## config.mk

```make
export PLATFORM = sky130hd
export DESIGN_NAME = exec_top
export DESIGN_NICKNAME = d
export VERILOG_FILES = /design/src/design/exec_pkg.sv /design/src/design/arith_unit.sv /design/src/design/exec_top.sv /design/src/design/issue_ctrl.sv /design/src/design/reg_file.sv
export VERILOG_INCLUDE_DIRS = /design/src /design/src/design
export SDC_FILE = /design/constraint.sdc
export NUM_CORES = 1
export LEC_CHECK = 0
export BUFFER_PORTS_ARGS = -buffer_cell sky130_fd_sc_hd__buf_2
export CORE_MARGIN = 1.5
export CORE_UTILIZATION = 53
export CTS_CLUSTER_SIZE = 16
export DETAILED_ROUTE_END_ITERATION = 8
export PLACE_DENSITY = 0.72
export SYNTH_ARGS = -nofsm -noshare
export SYNTH_HDL_FRONTEND = slang
export SYNTH_SLANG_ARGS = --single-unit
```

## constraint.sdc

```tcl
create_clock -name clk -period 11.3 [get_ports clk]
set_input_delay 3.39 -clock clk [delete_from_list [all_inputs] [get_ports clk]]
set_output_delay 3.39 -clock clk [all_outputs]
set_load 0.01 [all_outputs]
```

## src/design/exec_defines.svh

```systemverilog
// Width, register count, pipeline depth and Wishbone address map
// for the execution block

`ifndef EXEC_DEFINES_SVH
`define EXEC_DEFINES_SVH

// Datapath widths
`define EXEC_DATA_W 32
`define EXEC_FLAGS_W 8
`define EXEC_IMM_W 24

// Register file
`define EXEC_NUM_REGS 8
`define EXEC_REG_IDX_W 3

// Arithmetic unit latency, issue to writeback
`define EXEC_AU_LAT 3

// Wishbone word addresses
`define EXEC_ADR_W 4
`define EXEC_ADR_INSN 4'd0
`define EXEC_ADR_STATUS 4'd1
`define EXEC_ADR_REG_BASE 4'd8

`endif

```

## src/design/exec_pkg.sv

```systemverilog
// Shared types of the execution block
// Data word, register index, flags, ALU operation and issue FSM states

`default_nettype none

`include "exec_defines.svh"

package exec_pkg;

    typedef logic [`EXEC_DATA_W-1:0] word_t;
    typedef logic [`EXEC_REG_IDX_W-1:0] reg_idx_t;

    // Bit 0 zero, 1 negative, 2 carry, 3 overflow
    typedef logic [`EXEC_FLAGS_W-1:0] flags_t;

    // Encoding matches instruction bits 26:24
    typedef enum logic [2:0] {
        op_add = 3'd0,
        op_sub = 3'd1,
        op_and = 3'd2,
        op_or  = 3'd3,
        op_xor = 3'd4,
        op_sll = 3'd5,
        op_srl = 3'd6,
        op_sra = 3'd7
    } au_op_t;

    typedef enum logic [1:0] {
        st_idle,
        st_wait_hazard,
        st_ack
    } issue_state_t;

endpackage

`default_nettype wire

```

## src/design/arith_unit.sv

```systemverilog
// Three-stage arithmetic unit
// Operand capture, compute with carry and overflow, then flags and writeback

`default_nettype none

`include "exec_defines.svh"

module arith_unit
(
    input wire logic clk,
    input wire logic rst,

    input wire logic imm_en,
    input wire exec_pkg::reg_idx_t imm_dest,
    input wire exec_pkg::word_t imm_val,

    input wire logic op_en,
    input wire exec_pkg::au_op_t op,
    input wire exec_pkg::reg_idx_t op_dest,
    input wire exec_pkg::word_t src_a,
    input wire exec_pkg::word_t src_b,

    output logic wb_en,
    output exec_pkg::reg_idx_t wb_reg,
    output exec_pkg::word_t wb_data,

    output logic wb_flags_en,
    output exec_pkg::flags_t wb_flags
);
    import exec_pkg::*;

    // Valid bits per stage, register write and flags write
    logic [`EXEC_AU_LAT-1:0] vld;
    logic [`EXEC_AU_LAT-1:0] fvld;

    always_ff @(posedge clk or posedge rst)
    begin
        if (rst)
        begin
            vld <= '0;
            fvld <= '0;
        end
        else
        begin
            vld <= {vld[`EXEC_AU_LAT-2:0], imm_en || op_en};
            fvld <= {fvld[`EXEC_AU_LAT-2:0], op_en};
        end
    end

    // Stage 1 input registers
    word_t s1_a;
    word_t s1_b;
    au_op_t s1_op;
    reg_idx_t s1_dest;

    always_ff @(posedge clk)
    begin
        // Immediate rides through as a + 0
        if (imm_en)
        begin
            s1_a <= imm_val;
            s1_b <= '0;
            s1_op <= op_add;
            s1_dest <= imm_dest;
        end
        else if (op_en)
        begin
            s1_a <= src_a;
            s1_b <= src_b;
            s1_op <= op;
            s1_dest <= op_dest;
        end
    end

    // Stage 2 compute
    logic [`EXEC_DATA_W:0] sum;
    logic [`EXEC_DATA_W:0] diff;
    word_t s2_res;
    logic s2_c;
    logic s2_v;
    reg_idx_t s2_dest;

    assign sum = {1'b0, s1_a} + {1'b0, s1_b};
    assign diff = {1'b0, s1_a} - {1'b0, s1_b};

    always_ff @(posedge clk)
    begin
        s2_dest <= s1_dest;
        s2_c <= 1'b0;
        s2_v <= 1'b0;
        case (s1_op)
            op_add:
            begin
                s2_res <= sum[`EXEC_DATA_W-1:0];
                s2_c <= sum[`EXEC_DATA_W];
                s2_v <= (s1_a[`EXEC_DATA_W-1] == s1_b[`EXEC_DATA_W-1]) &&
                        (sum[`EXEC_DATA_W-1] != s1_a[`EXEC_DATA_W-1]);
            end
            op_sub:
            begin
                s2_res <= diff[`EXEC_DATA_W-1:0];
                // Borrow
                s2_c <= diff[`EXEC_DATA_W];
                s2_v <= (s1_a[`EXEC_DATA_W-1] != s1_b[`EXEC_DATA_W-1]) &&
                        (diff[`EXEC_DATA_W-1] != s1_a[`EXEC_DATA_W-1]);
            end
            op_and: s2_res <= s1_a & s1_b;
            op_or:  s2_res <= s1_a | s1_b;
            op_xor: s2_res <= s1_a ^ s1_b;
            op_sll: s2_res <= s1_a << s1_b[4:0];
            op_srl: s2_res <= s1_a >> s1_b[4:0];
            default: s2_res <= word_t'($signed(s1_a) >>> s1_b[4:0]);
        endcase
    end

    // Stage 3 flags and writeback registers
    always_ff @(posedge clk)
    begin
        wb_reg <= s2_dest;
        wb_data <= s2_res;
        wb_flags <= {4'b0000, s2_v, s2_c, s2_res[`EXEC_DATA_W-1], s2_res == '0};
    end

    assign wb_en = vld[`EXEC_AU_LAT-1];
    assign wb_flags_en = fvld[`EXEC_AU_LAT-1];

    a_flags_with_reg: assert property (@(posedge clk) disable iff (rst) wb_flags_en |-> wb_en);

endmodule

`default_nettype wire

```

## src/design/exec_top.sv

```systemverilog
// Execution block top level
// Issue control, arithmetic unit and register file

`default_nettype none

`include "exec_defines.svh"

module exec_top
(
    input wire logic clk,
    input wire logic rst,

    input wire logic cyc,
    input wire logic stb,
    input wire logic we,
    input wire logic [`EXEC_ADR_W-1:0] adr,
    input wire exec_pkg::word_t dat_w,
    output exec_pkg::word_t dat_r,
    output logic ack
);
    import exec_pkg::*;

    word_t reg0, reg1, reg2, reg3, reg4, reg5, reg6, reg7;
    flags_t flags;

    // Issue to arithmetic unit
    logic imm_en;
    reg_idx_t imm_dest;
    word_t imm_val;
    logic op_en;
    au_op_t op;
    reg_idx_t op_dest;
    word_t src_a;
    word_t src_b;

    // Writeback
    logic wb_en;
    reg_idx_t wb_reg;
    word_t wb_data;
    logic wb_flags_en;
    flags_t wb_flags;

    issue_ctrl issue_ctrl_i (
        .clk, .rst,
        .cyc, .stb, .we, .adr, .dat_w, .dat_r, .ack,
        .reg0, .reg1, .reg2, .reg3, .reg4, .reg5, .reg6, .reg7,
        .flags,
        .wb_en, .wb_reg, .wb_flags_en,
        .imm_en, .imm_dest, .imm_val,
        .op_en, .op, .op_dest, .src_a, .src_b
    );

    arith_unit arith_unit_i (
        .clk, .rst,
        .imm_en, .imm_dest, .imm_val,
        .op_en, .op, .op_dest, .src_a, .src_b,
        .wb_en, .wb_reg, .wb_data,
        .wb_flags_en, .wb_flags
    );

    reg_file reg_file_i (
        .clk, .rst,
        .wb_en, .wb_reg, .wb_data,
        .wb_flags_en, .wb_flags,
        .reg0, .reg1, .reg2, .reg3, .reg4, .reg5, .reg6, .reg7,
        .flags
    );

endmodule

`default_nettype wire

```

## src/design/issue_ctrl.sv

```systemverilog
// Issue control for the execution block
// Wishbone classic slave, instruction decode, register scoreboard
// and register/status read multiplexing

`default_nettype none

`include "exec_defines.svh"

module issue_ctrl
(
    input wire logic clk,
    input wire logic rst,

    input wire logic cyc,
    input wire logic stb,
    input wire logic we,
    input wire logic [`EXEC_ADR_W-1:0] adr,
    input wire exec_pkg::word_t dat_w,
    output exec_pkg::word_t dat_r,
    output logic ack,

    input wire exec_pkg::word_t reg0,
    input wire exec_pkg::word_t reg1,
    input wire exec_pkg::word_t reg2,
    input wire exec_pkg::word_t reg3,
    input wire exec_pkg::word_t reg4,
    input wire exec_pkg::word_t reg5,
    input wire exec_pkg::word_t reg6,
    input wire exec_pkg::word_t reg7,
    input wire exec_pkg::flags_t flags,

    input wire logic wb_en,
    input wire exec_pkg::reg_idx_t wb_reg,
    input wire logic wb_flags_en,

    output logic imm_en,
    output exec_pkg::reg_idx_t imm_dest,
    output exec_pkg::word_t imm_val,

    output logic op_en,
    output exec_pkg::au_op_t op,
    output exec_pkg::reg_idx_t op_dest,
    output exec_pkg::word_t src_a,
    output exec_pkg::word_t src_b
);
    import exec_pkg::*;

    // Enough room for every flags write the pipeline can hold
    localparam int FCNT_W = $clog2(`EXEC_AU_LAT + 1);

    issue_state_t state;
    word_t regs [`EXEC_NUM_REGS];
    logic [`EXEC_NUM_REGS-1:0] pending;
    logic [`EXEC_NUM_REGS-1:0] pend_set;
    logic [`EXEC_NUM_REGS-1:0] pend_clr;
    logic [FCNT_W-1:0] flags_cnt;
    logic flags_busy;

    assign regs[0] = reg0;
    assign regs[1] = reg1;
    assign regs[2] = reg2;
    assign regs[3] = reg3;
    assign regs[4] = reg4;
    assign regs[5] = reg5;
    assign regs[6] = reg6;
    assign regs[7] = reg7;

    // Instruction fields
    logic is_imm;
    reg_idx_t dest;
    reg_idx_t sel_a;
    reg_idx_t sel_b;
    reg_idx_t rd_idx;

    assign is_imm = dat_w[31];
    assign dest = dat_w[30:28];
    assign sel_a = dat_w[22:20];
    assign sel_b = dat_w[18:16];
    assign rd_idx = reg_idx_t'(adr - `EXEC_ADR_REG_BASE);

    // Access type of the current request
    logic req;
    logic insn_wr;
    logic reg_rd;
    logic stat_rd;
    logic hazard;
    logic accept;

    assign req = cyc && stb;
    assign insn_wr = we && (adr == `EXEC_ADR_INSN);
    assign reg_rd = !we && (adr >= `EXEC_ADR_REG_BASE);
    assign stat_rd = !we && (adr == `EXEC_ADR_STATUS);
    assign flags_busy = (flags_cnt != '0);

    // Operands and destination must not have a write outstanding
    always_comb
    begin
        if (insn_wr)
            hazard = pending[dest] || (!is_imm && (pending[sel_a] || pending[sel_b]));
        else if (reg_rd)
            hazard = pending[rd_idx];
        else if (stat_rd)
            hazard = flags_busy;
        else
            hazard = 1'b0;
    end

    assign accept = req && !hazard && (state != st_ack);
    assign ack = (state == st_ack);

    assign pend_set = (accept && insn_wr) ? (`EXEC_NUM_REGS'(1) << dest) : '0;
    assign pend_clr = wb_en ? (`EXEC_NUM_REGS'(1) << wb_reg) : '0;

    always_ff @(posedge clk or posedge rst)
    begin
        if (rst)
        begin
            state <= st_idle;
            imm_en <= 1'b0;
            op_en <= 1'b0;
            pending <= '0;
            flags_cnt <= '0;
        end
        else
        begin
            case (state)
                st_idle, st_wait_hazard:
                    if (!req)
                        state <= st_idle;
                    else if (hazard)
                        state <= st_wait_hazard;
                    else
                        state <= st_ack;
                default:
                    state <= st_idle;
            endcase

            imm_en <= accept && insn_wr && is_imm;
            op_en <= accept && insn_wr && !is_imm;
            pending <= (pending & ~pend_clr) | pend_set;

            // Issue and writeback of flags may land on the same edge
            if ((accept && insn_wr && !is_imm) && !wb_flags_en)
                flags_cnt <= flags_cnt + 1'b1;
            else if (!(accept && insn_wr && !is_imm) && wb_flags_en)
                flags_cnt <= flags_cnt - 1'b1;
        end
    end

    // Issue payload and read data, captured on acceptance
    always_ff @(posedge clk)
    begin
        if (accept)
        begin
            imm_dest <= dest;
            imm_val <= {{(`EXEC_DATA_W - `EXEC_IMM_W){dat_w[`EXEC_IMM_W-1]}},
                        dat_w[`EXEC_IMM_W-1:0]};
            op <= au_op_t'(dat_w[26:24]);
            op_dest <= dest;
            src_a <= regs[sel_a];
            src_b <= regs[sel_b];

            if (reg_rd)
                dat_r <= regs[rd_idx];
            else if (stat_rd)
                dat_r <= word_t'({(pending != '0) || flags_busy, flags});
            else
                dat_r <= '0;
        end
    end

    a_one_issue: assert property (@(posedge clk) disable iff (rst) !(imm_en && op_en));
    a_ack_pulse: assert property (@(posedge clk) disable iff (rst) ack |=> !ack);

endmodule

`default_nettype wire

```

## src/design/reg_file.sv

```systemverilog
// Architectural state of the execution block
// Eight data registers and the flags register, one write port

`default_nettype none

`include "exec_defines.svh"

module reg_file
(
    input wire logic clk,
    input wire logic rst,

    input wire logic wb_en,
    input wire exec_pkg::reg_idx_t wb_reg,
    input wire exec_pkg::word_t wb_data,
    input wire logic wb_flags_en,
    input wire exec_pkg::flags_t wb_flags,

    output exec_pkg::word_t reg0,
    output exec_pkg::word_t reg1,
    output exec_pkg::word_t reg2,
    output exec_pkg::word_t reg3,
    output exec_pkg::word_t reg4,
    output exec_pkg::word_t reg5,
    output exec_pkg::word_t reg6,
    output exec_pkg::word_t reg7,
    output exec_pkg::flags_t flags
);
    import exec_pkg::*;

    word_t regs [`EXEC_NUM_REGS];

    always_ff @(posedge clk or posedge rst)
    begin
        if (rst)
        begin
            for (int i = 0; i < `EXEC_NUM_REGS; i++)
                regs[i] <= '0;
            flags <= '0;
        end
        else
        begin
            if (wb_en)
                regs[wb_reg] <= wb_data;
            if (wb_flags_en)
                flags <= wb_flags;
        end
    end

    assign reg0 = regs[0];
    assign reg1 = regs[1];
    assign reg2 = regs[2];
    assign reg3 = regs[3];
    assign reg4 = regs[4];
    assign reg5 = regs[5];
    assign reg6 = regs[6];
    assign reg7 = regs[7];

endmodule

`default_nettype wire

```

==> run summary, run 1 <==
P&R area growth vs syn - 8.427%
adder-cell area share of the yosys netlist - 4.070%
Max clock buf depth - 3
Compound-Gate Fraction of Synth Area - 11.59%
CTS tree - yes
Post-DP HPWL - 71000 µm
Final Util - 57.92%
Worst-path clk slew - 60 ps
hold path startpoint - arith_unit_i.s2_dest[2]
layout filler cell count - 5115
largest family of logic cells by synthesized area - multiplexers
Yosys reg bits - 551
Top delay family on crit path - buffers and inverters
Clock Skew - 16.64 ps
Sw Ratio - 26.77%
Pre-Repair DR Iteration Count - 6
Crit. End Element - flop
sequential fraction of the synthesis area - 41.83%
CP Max Fanout - 53
cts bufs inserted - 50
PostCTS Resize Cnt - 0
cell taking the most area after synthesis - dfrtp_1
max_cap viols - 0
PwrDens - 128.6 nW/µm²
Post-synth EDFFs - 161
# IOs - 74
Synth Area in XOR/XNOR - 0.7566%
relative slew slack - 21.20%
CTS sink cnt - 551
Buf+Inv Stages, Crit Path - 3
Top FF cell, synth - dfrtp_1
final hold viol count - 0
crit path cell chain - buf_4 -> buf_4 -> mux4_2 -> mux2i_1 -> o221ai_1 -> o31ai_1 -> nand3_1 -> nor2_4 -> buf_4
via count - 25.25k
post-route cell area - 36400 µm²
status - finished, final reports clean
startpoint type of the worst setup path - input pin
Routed Antenna Nets - 0
Internal - 3.429 mW
# rows - 92
number of DRC markers in iteration 0 - 2745
CTS Hold Bufs - 0
layout cell share with drive strength beyond 1 - 28.90%
grt total ovfl - 0
Die Height - 254.7 µm
Core ar. - 62850 µm²
clock share of power - 39.0%
mux cell area share after synthesis - 30.51%
warnings from Yosys - 0
CP peak stage delay - 760 ps
DR WL/cell - 28.20 µm
Vias/cell - 6.765
first-pass GRT wire length - 158000 µm
Post-Route WL - 105300 µm
final setup TNS - 0 ps
DRC errors left - 0
CP max stage cell - nor2_4
width of the die - 254.7 µm
Leak - 15.08 nW
RSZ-0062 raised after global routing - no
fraction of the mapped netlist area in simple logic gates - 7.249%
synth unique cells - 93
Placement Cell Area - 34600 µm²
worst path required time - 11500 ps
Layout Nets - 2993
Switch Pwr - 1.254 mW
Logic pwr share - 13.0%
pin count of the biggest net entering global routing - 116
post-synthesis cell area - 33570 µm²
Tmin final - 7267 ps
Arrival @ worst endpoint - 7470 ps
gpl congestion - 1.019
Post-Syn Instances - 2880
power share of the sequential group - 48.0%
Syn Nets - 3029
Tightest Pin Transition - 1166 ps
# port buffers - 72
GRT Total Usage - 32.62%
# Post-CTS Setup Buffers - 0
final setup violating endpoints - 0
worst skew pair latency - 580 ps
Max Fclk - 137.6 MHz
post-synthesis average cell area - 11.66 µm²
post-synth top area share - 20.87%
full die area - 64860 µm²
Worst Setup SP - adr[0]
starting density of the core - 53.41%
RR Startpoint - arith_unit_i.s1_b[3]
vias in the first global route - 24.82k
antenna violations before repair - 5
critical path type - in -> reg
H-tree Lvls - 2
peak supply drop - 156.5 µV
Synth async-reset ratio - 50.82%
clock root cell - clkbuf_16
crit share post-route - 64.31%
Hold Crit Class - reg -> reg
largest cells by area after synthesis - dfrtp_1, mux4_2, edfxtp_1, mux2_2, dfxtp_1
Slew Limit Fails - 0
CP most frequent cell - buf_4
## synth_stat cells (11+ instances only)
cell and n:
mux2_2 364, dfrtp_1 280, nor2_1 261, mux4_2 215
a21oi_1 196, edfxtp_1 161, clkbuf_1 142, mux2i_1 130
nand2_1 122, inv_1 116, o21ai_0 113, dfxtp_1 110
ha_1 106, nor3_1 43, buf_1 38, a211oi_1 32
o211ai_1 28, buf_2 27, xnor2_1 25, o22ai_1 23
nand3_1 22, a21o_1 21, nor4_1 19, a31oi_1 18
a22oi_1 16, nand2b_1 16, a221oi_1 15, o21a_1 13
nor2b_1 12, o21bai_1 12, o221ai_1 12, o31ai_1 12
a221o_1 11
## layout by cell type (no fill, tap or decap), types with 11 or more instances in the layout
cell type,n
nor2_1,260
nand3_1,22
nand2_1,122
dfrtp_1,278
a221oi_1,15
ha_1,106
clkinv_2,13
nor4_1,19
a31oi_1,18
o22ai_1,23
a221o_1,11
xnor2_1,25
a21oi_1,196
nand2b_1,16
o21bai_1,12
dfxtp_1,105
nor3_1,39
o21ai_0,113
mux2_2,364
buf_2,66
o211ai_1,28
mux2i_1,130
nor2b_1,12
o31ai_1,12
a22oi_1,16
a211oi_1,32
clkbuf_16,57
mux4_2,215
inv_1,115
a21o_1,21
buf_4,62
edfxtp_1,161
o21a_1,13
o221ai_1,12
## per-stage QoR
step           hold WS [ps]  power [mW]  cells  setup WS, ps
2_1_floorplan         309.6       2.642   2880         187.8
5_1_grt               331.4       4.823   3732          3744
3_5_place_dp          312.1       2.871   3638          3374
4_1_cts               327.2       4.684   3732          3982
6_report              326.3       4.683   3733          4033
3_3_place_gp          311.1       2.859   3638          3523
## layout make-up
| cell class | count | area [µm²] | area share, % |
|---|---|---|---|
| antenna | 1 | 2.502 | 0.006875 |
| clock buffer | 68 | 1518 | 4.170 |
| multi-input combinational | 1991 | 18230 | 50.07 |
| inverter | 122 | 465.4 | 1.279 |
| sequential | 551 | 14050 | 38.61 |
| clock inverter | 26 | 279.0 | 0.7665 |
| timing repair buffer | 128 | 795.8 | 2.186 |
| tap | 846 | 1059 | 2.908 |
## logic make-up (layout without fill, tap and decap cells)
logic type	count (synthesis)	in the layout
multiplexers	709	709
XOR/XNOR	29	29
AO/OA/AOI/OAI	596	596
buffers and inverters	338	344
flip-flops	551	551
other	0	1
adder cells (fa/ha/maj)	108	108
AND/OR/NAND/NOR	549	549
## power groups by stage
stage	Clock, mW	Sequential [mW]	Combinational (mW)
floorplan	0	2.23	0.414
global placement	0	2.27	0.584
detailed placement	0	2.28	0.590
CTS	1.85	2.25	0.594
global route	1.92	2.26	0.645
finish	1.83	2.25	0.607
## final timing paths
check	cells after the start	endpoint	slack (ps)
worst min-delay path	0	arith_unit_i.wb_reg[2]	330
min in group asynchronous	2	reg_file_i.reg5[27]	2920
worst max register to register	12	arith_unit_i.s2_res[21]	6250
worst max-delay path	9	issue_ctrl_i.op[0]	4030
worst min register to register	0	arith_unit_i.wb_reg[2]	330
max in group asynchronous	3	reg_file_i.reg0[11]	6680
## layer usage
layer  vias to the layer above  wire, µm  track usage, %
met4                         4      3568           11.48
met3                       234      9036           4.460
met1                     12790     43560           46.38
li1                      10820         -               -
met2                      1403     49060           51.51
met5                         -        29               0
No activity file was read; power rests on OpenSTA's default activity.
==> inputs of run 2 (changes only) <==
PLACE_DENSITY = 0.69   (was 0.72)
clock period = 6.7 ns   (was 11.3 ns; I/O delays follow)
==> run summary, run 2 (synthesized netlist as in run 1, its figures left out) <==
Leak - 15.06 nW (-0.12%)
CTS sink cnt - 551 (unchanged)
Max clock buf depth - 3 (unchanged)
Switch Pwr - 2.101 mW (+68%)
Vias/cell - 6.760 (about the same)
most common cell after layout, fill and taps aside - mux2_2
r2r setup slk - 1970 ps (-4280 ps)
power share of the sequential group - 48.5% (+0.5 points)
CP Max Fanout - 46 (-13%)
Crit. End Element - flop
pin count of the biggest net entering global routing - 122 (+5.2%)
final hold viol count - 0 (unchanged)
startpoint type of the worst setup path - flop
Post-DP HPWL - 71720 µm (+1.0%)
Clock Skew - 23.54 ps (+6.894 ps)
Core ar. - 62850 µm² (unchanged)
Hold Crit Class - reg -> reg
FF-to-FF End - arith_unit_i.s2_res[21]
# IOs - 74 (unchanged)
number of DRC markers in iteration 0 - 2739 (-0.22%)
status - finished, final reports clean
hold path cells - 0 (unchanged)
Max Fclk - 211.4 MHz
P&R area growth vs syn - 8.408% (about the same)
peak supply drop - 225.3 µV (+44%)
final setup violating endpoints - 0 (unchanged)
Arrival @ worst endpoint - 5140 ps (-2330 ps)
first-pass GRT wire length - 159000 µm (+0.65%)
DR WL/cell - 28.29 µm (+0.34%)
# Post-CTS Setup Buffers - 0 (unchanged)
GRT Total Usage - 32.86% (+0.24 points)
width of the die - 254.7 µm (unchanged)
hold path startpoint - arith_unit_i.s2_dest[1]
Internal - 5.700 mW (+66%)
Sw Ratio - 26.93% (+0.16 points)
most frequent cells in the layout - mux2_2, dfrtp_1, nor2_1, mux4_2, a21oi_1
post-route non-filler standard cell count - 3733 (unchanged)
antenna violations before repair - 6 (+1)
clock share of power - 38.2% (-0.8 points)
# port buffers - 72 (unchanged)
cts bufs inserted - 52 (+4.0%)
relative slew slack - 13.57% (-7.6 points)
gpl congestion - 1.034 (+1.5%)
RR Startpoint - arith_unit_i.s1_b[1]
Tmin final - 4730 ps
CTS tree - yes
critical path type - reg -> reg
PostCTS Resize Cnt - 0 (unchanged)
post-route cell area - 36390 µm² (about the same)
crit share post-route - 70.60%
placed cells - 3636 (-0.055%)
clock root cell - clkbuf_16
Logic pwr share - 13.3% (+0.3 points)
vias in the first global route - 24.98k (+0.66%)
Post-Route WL - 105600 µm (+0.34%)
Tightest Pin Transition - 1289 ps (+123.8 ps)
grt total ovfl - 0 (unchanged)
final setup TNS - 0 ps (unchanged)
starting density of the core - 53.41% (unchanged)
DRC errors left - 0 (unchanged)
via count - 25.24k (-0.063%)
Worst Reg-to-Reg Cells - 12 (unchanged)
Routed Antenna Nets - 0 (unchanged)
max_cap viols - 0 (unchanged)
RSZ-0062 raised after global routing - no
worst path required time - 7110 ps (-4390 ps)
PwrDens - 214.4 nW/µm² (+67%)
H-tree Lvls - 2 (unchanged)
Pre-Repair DR Iteration Count - 8 (+2)
full die area - 64860 µm² (unchanged)
Worst-path clk slew - 60 ps (about the same)
WHS - 327.5 ps (+1.242 ps)
Slew Limit Fails - 0 (unchanged)
layout cell share with drive strength beyond 1 - 28.59% (-0.31 points)
Min-Delay Endpoint - arith_unit_i.wb_reg[1]
worst skew pair latency - 580 ps (about the same)
Placement Cell Area - 34640 µm² (+0.13%)
Layout Nets - 2993 (unchanged)
CTS Hold Bufs - 0 (unchanged)
# rows - 92 (unchanged)
total power - 7.802 mW (+67%)
Die Height - 254.7 µm (unchanged)
-- run 2: cell count changes in the layout (fill, tap and decap cells not counted), sizes merged --
cell	previous run	this run
clkinv	22	14
buf	128	126
clkbuf	68	84
clkinvlp	2	1
bufinv	6	1
-- run 2: worst max-delay path: stages (launching register included) --
cell and delay (ps):
dfxtp_2 780, clkinv_1 210, buf_4 350, ha_1 280, o21bai_1 170, o211ai_1 390
a31oi_1 320, o21ai_1 450, a211oi_2 190, o22ai_1 340, nor3_1 80, nor4b_1 760
a22oi_1 220
-- run 2: area by class of cell --
type | count | area [µm²]
Antenna cell | 1 | 2.502
Clock buffer | 84 | 1660
Clock inverter | 12 | 86.33
Fill cell | 5148 | 26460
Inverter | 122 | 461.7
Multi-Input combinational cell | 1991 | 18250
Sequential cell | 551 | 14050
Tap cell | 846 | 1059
Timing Repair Buffer | 126 | 818.3
-- run 2: layer usage --
layer | routed length, µm | vias up | track usage, %
met2 | 48400 | 1354 | 51.49
met4 | 3903 | 12 | 11.65
li1 | - | 10820 | -
met5 | 76 | - | 0
met1 | 43680 | 12780 | 46.01
met3 | 9554 | 265 | 6.032
-- run 2: how the worst max path moves through the flow --
| stage | to | from | slack (ps) | cells past startpoint |
|---|---|---|---|---|
| detailed placement | issue_ctrl_i.src_b[6] | dat_w[20] | 1380 | 8 |
| global placement | issue_ctrl_i.op[2] | adr[0] | 1410 | 8 |
| CTS | issue_ctrl_i.imm_val[8] | dat_w[20] | 1970 | 8 |
| global route | issue_ctrl_i.src_b[11] | dat_w[20] | 1780 | 8 |
| finish | arith_unit_i.s2_res[21] | arith_unit_i.s1_b[1] | 1970 | 12 |
| floorplan | issue_ctrl_i.dat_r[0] | dat_w[28] | 880 | 6 |
-- run 2: per-stage QoR --
stage          utilization [%]  setup WS, ps
2_1_floorplan                -         884.6
3_3_place_gp             55.12          1410
3_5_place_dp             55.12          1382
4_1_cts                  57.90          1972
5_1_grt                  57.90          1784
6_report                 57.91          1970
-- run 2: power by group through the flow --
stage,sequential (mW),clock (mW),combinational [mW]
finish,3.79,2.98,1.04
global route,3.81,3.16,1.10
CTS,3.78,3.03,1.01
detailed placement,3.84,0,1.01
global placement,3.83,0,0.999
floorplan,3.75,0,0.699
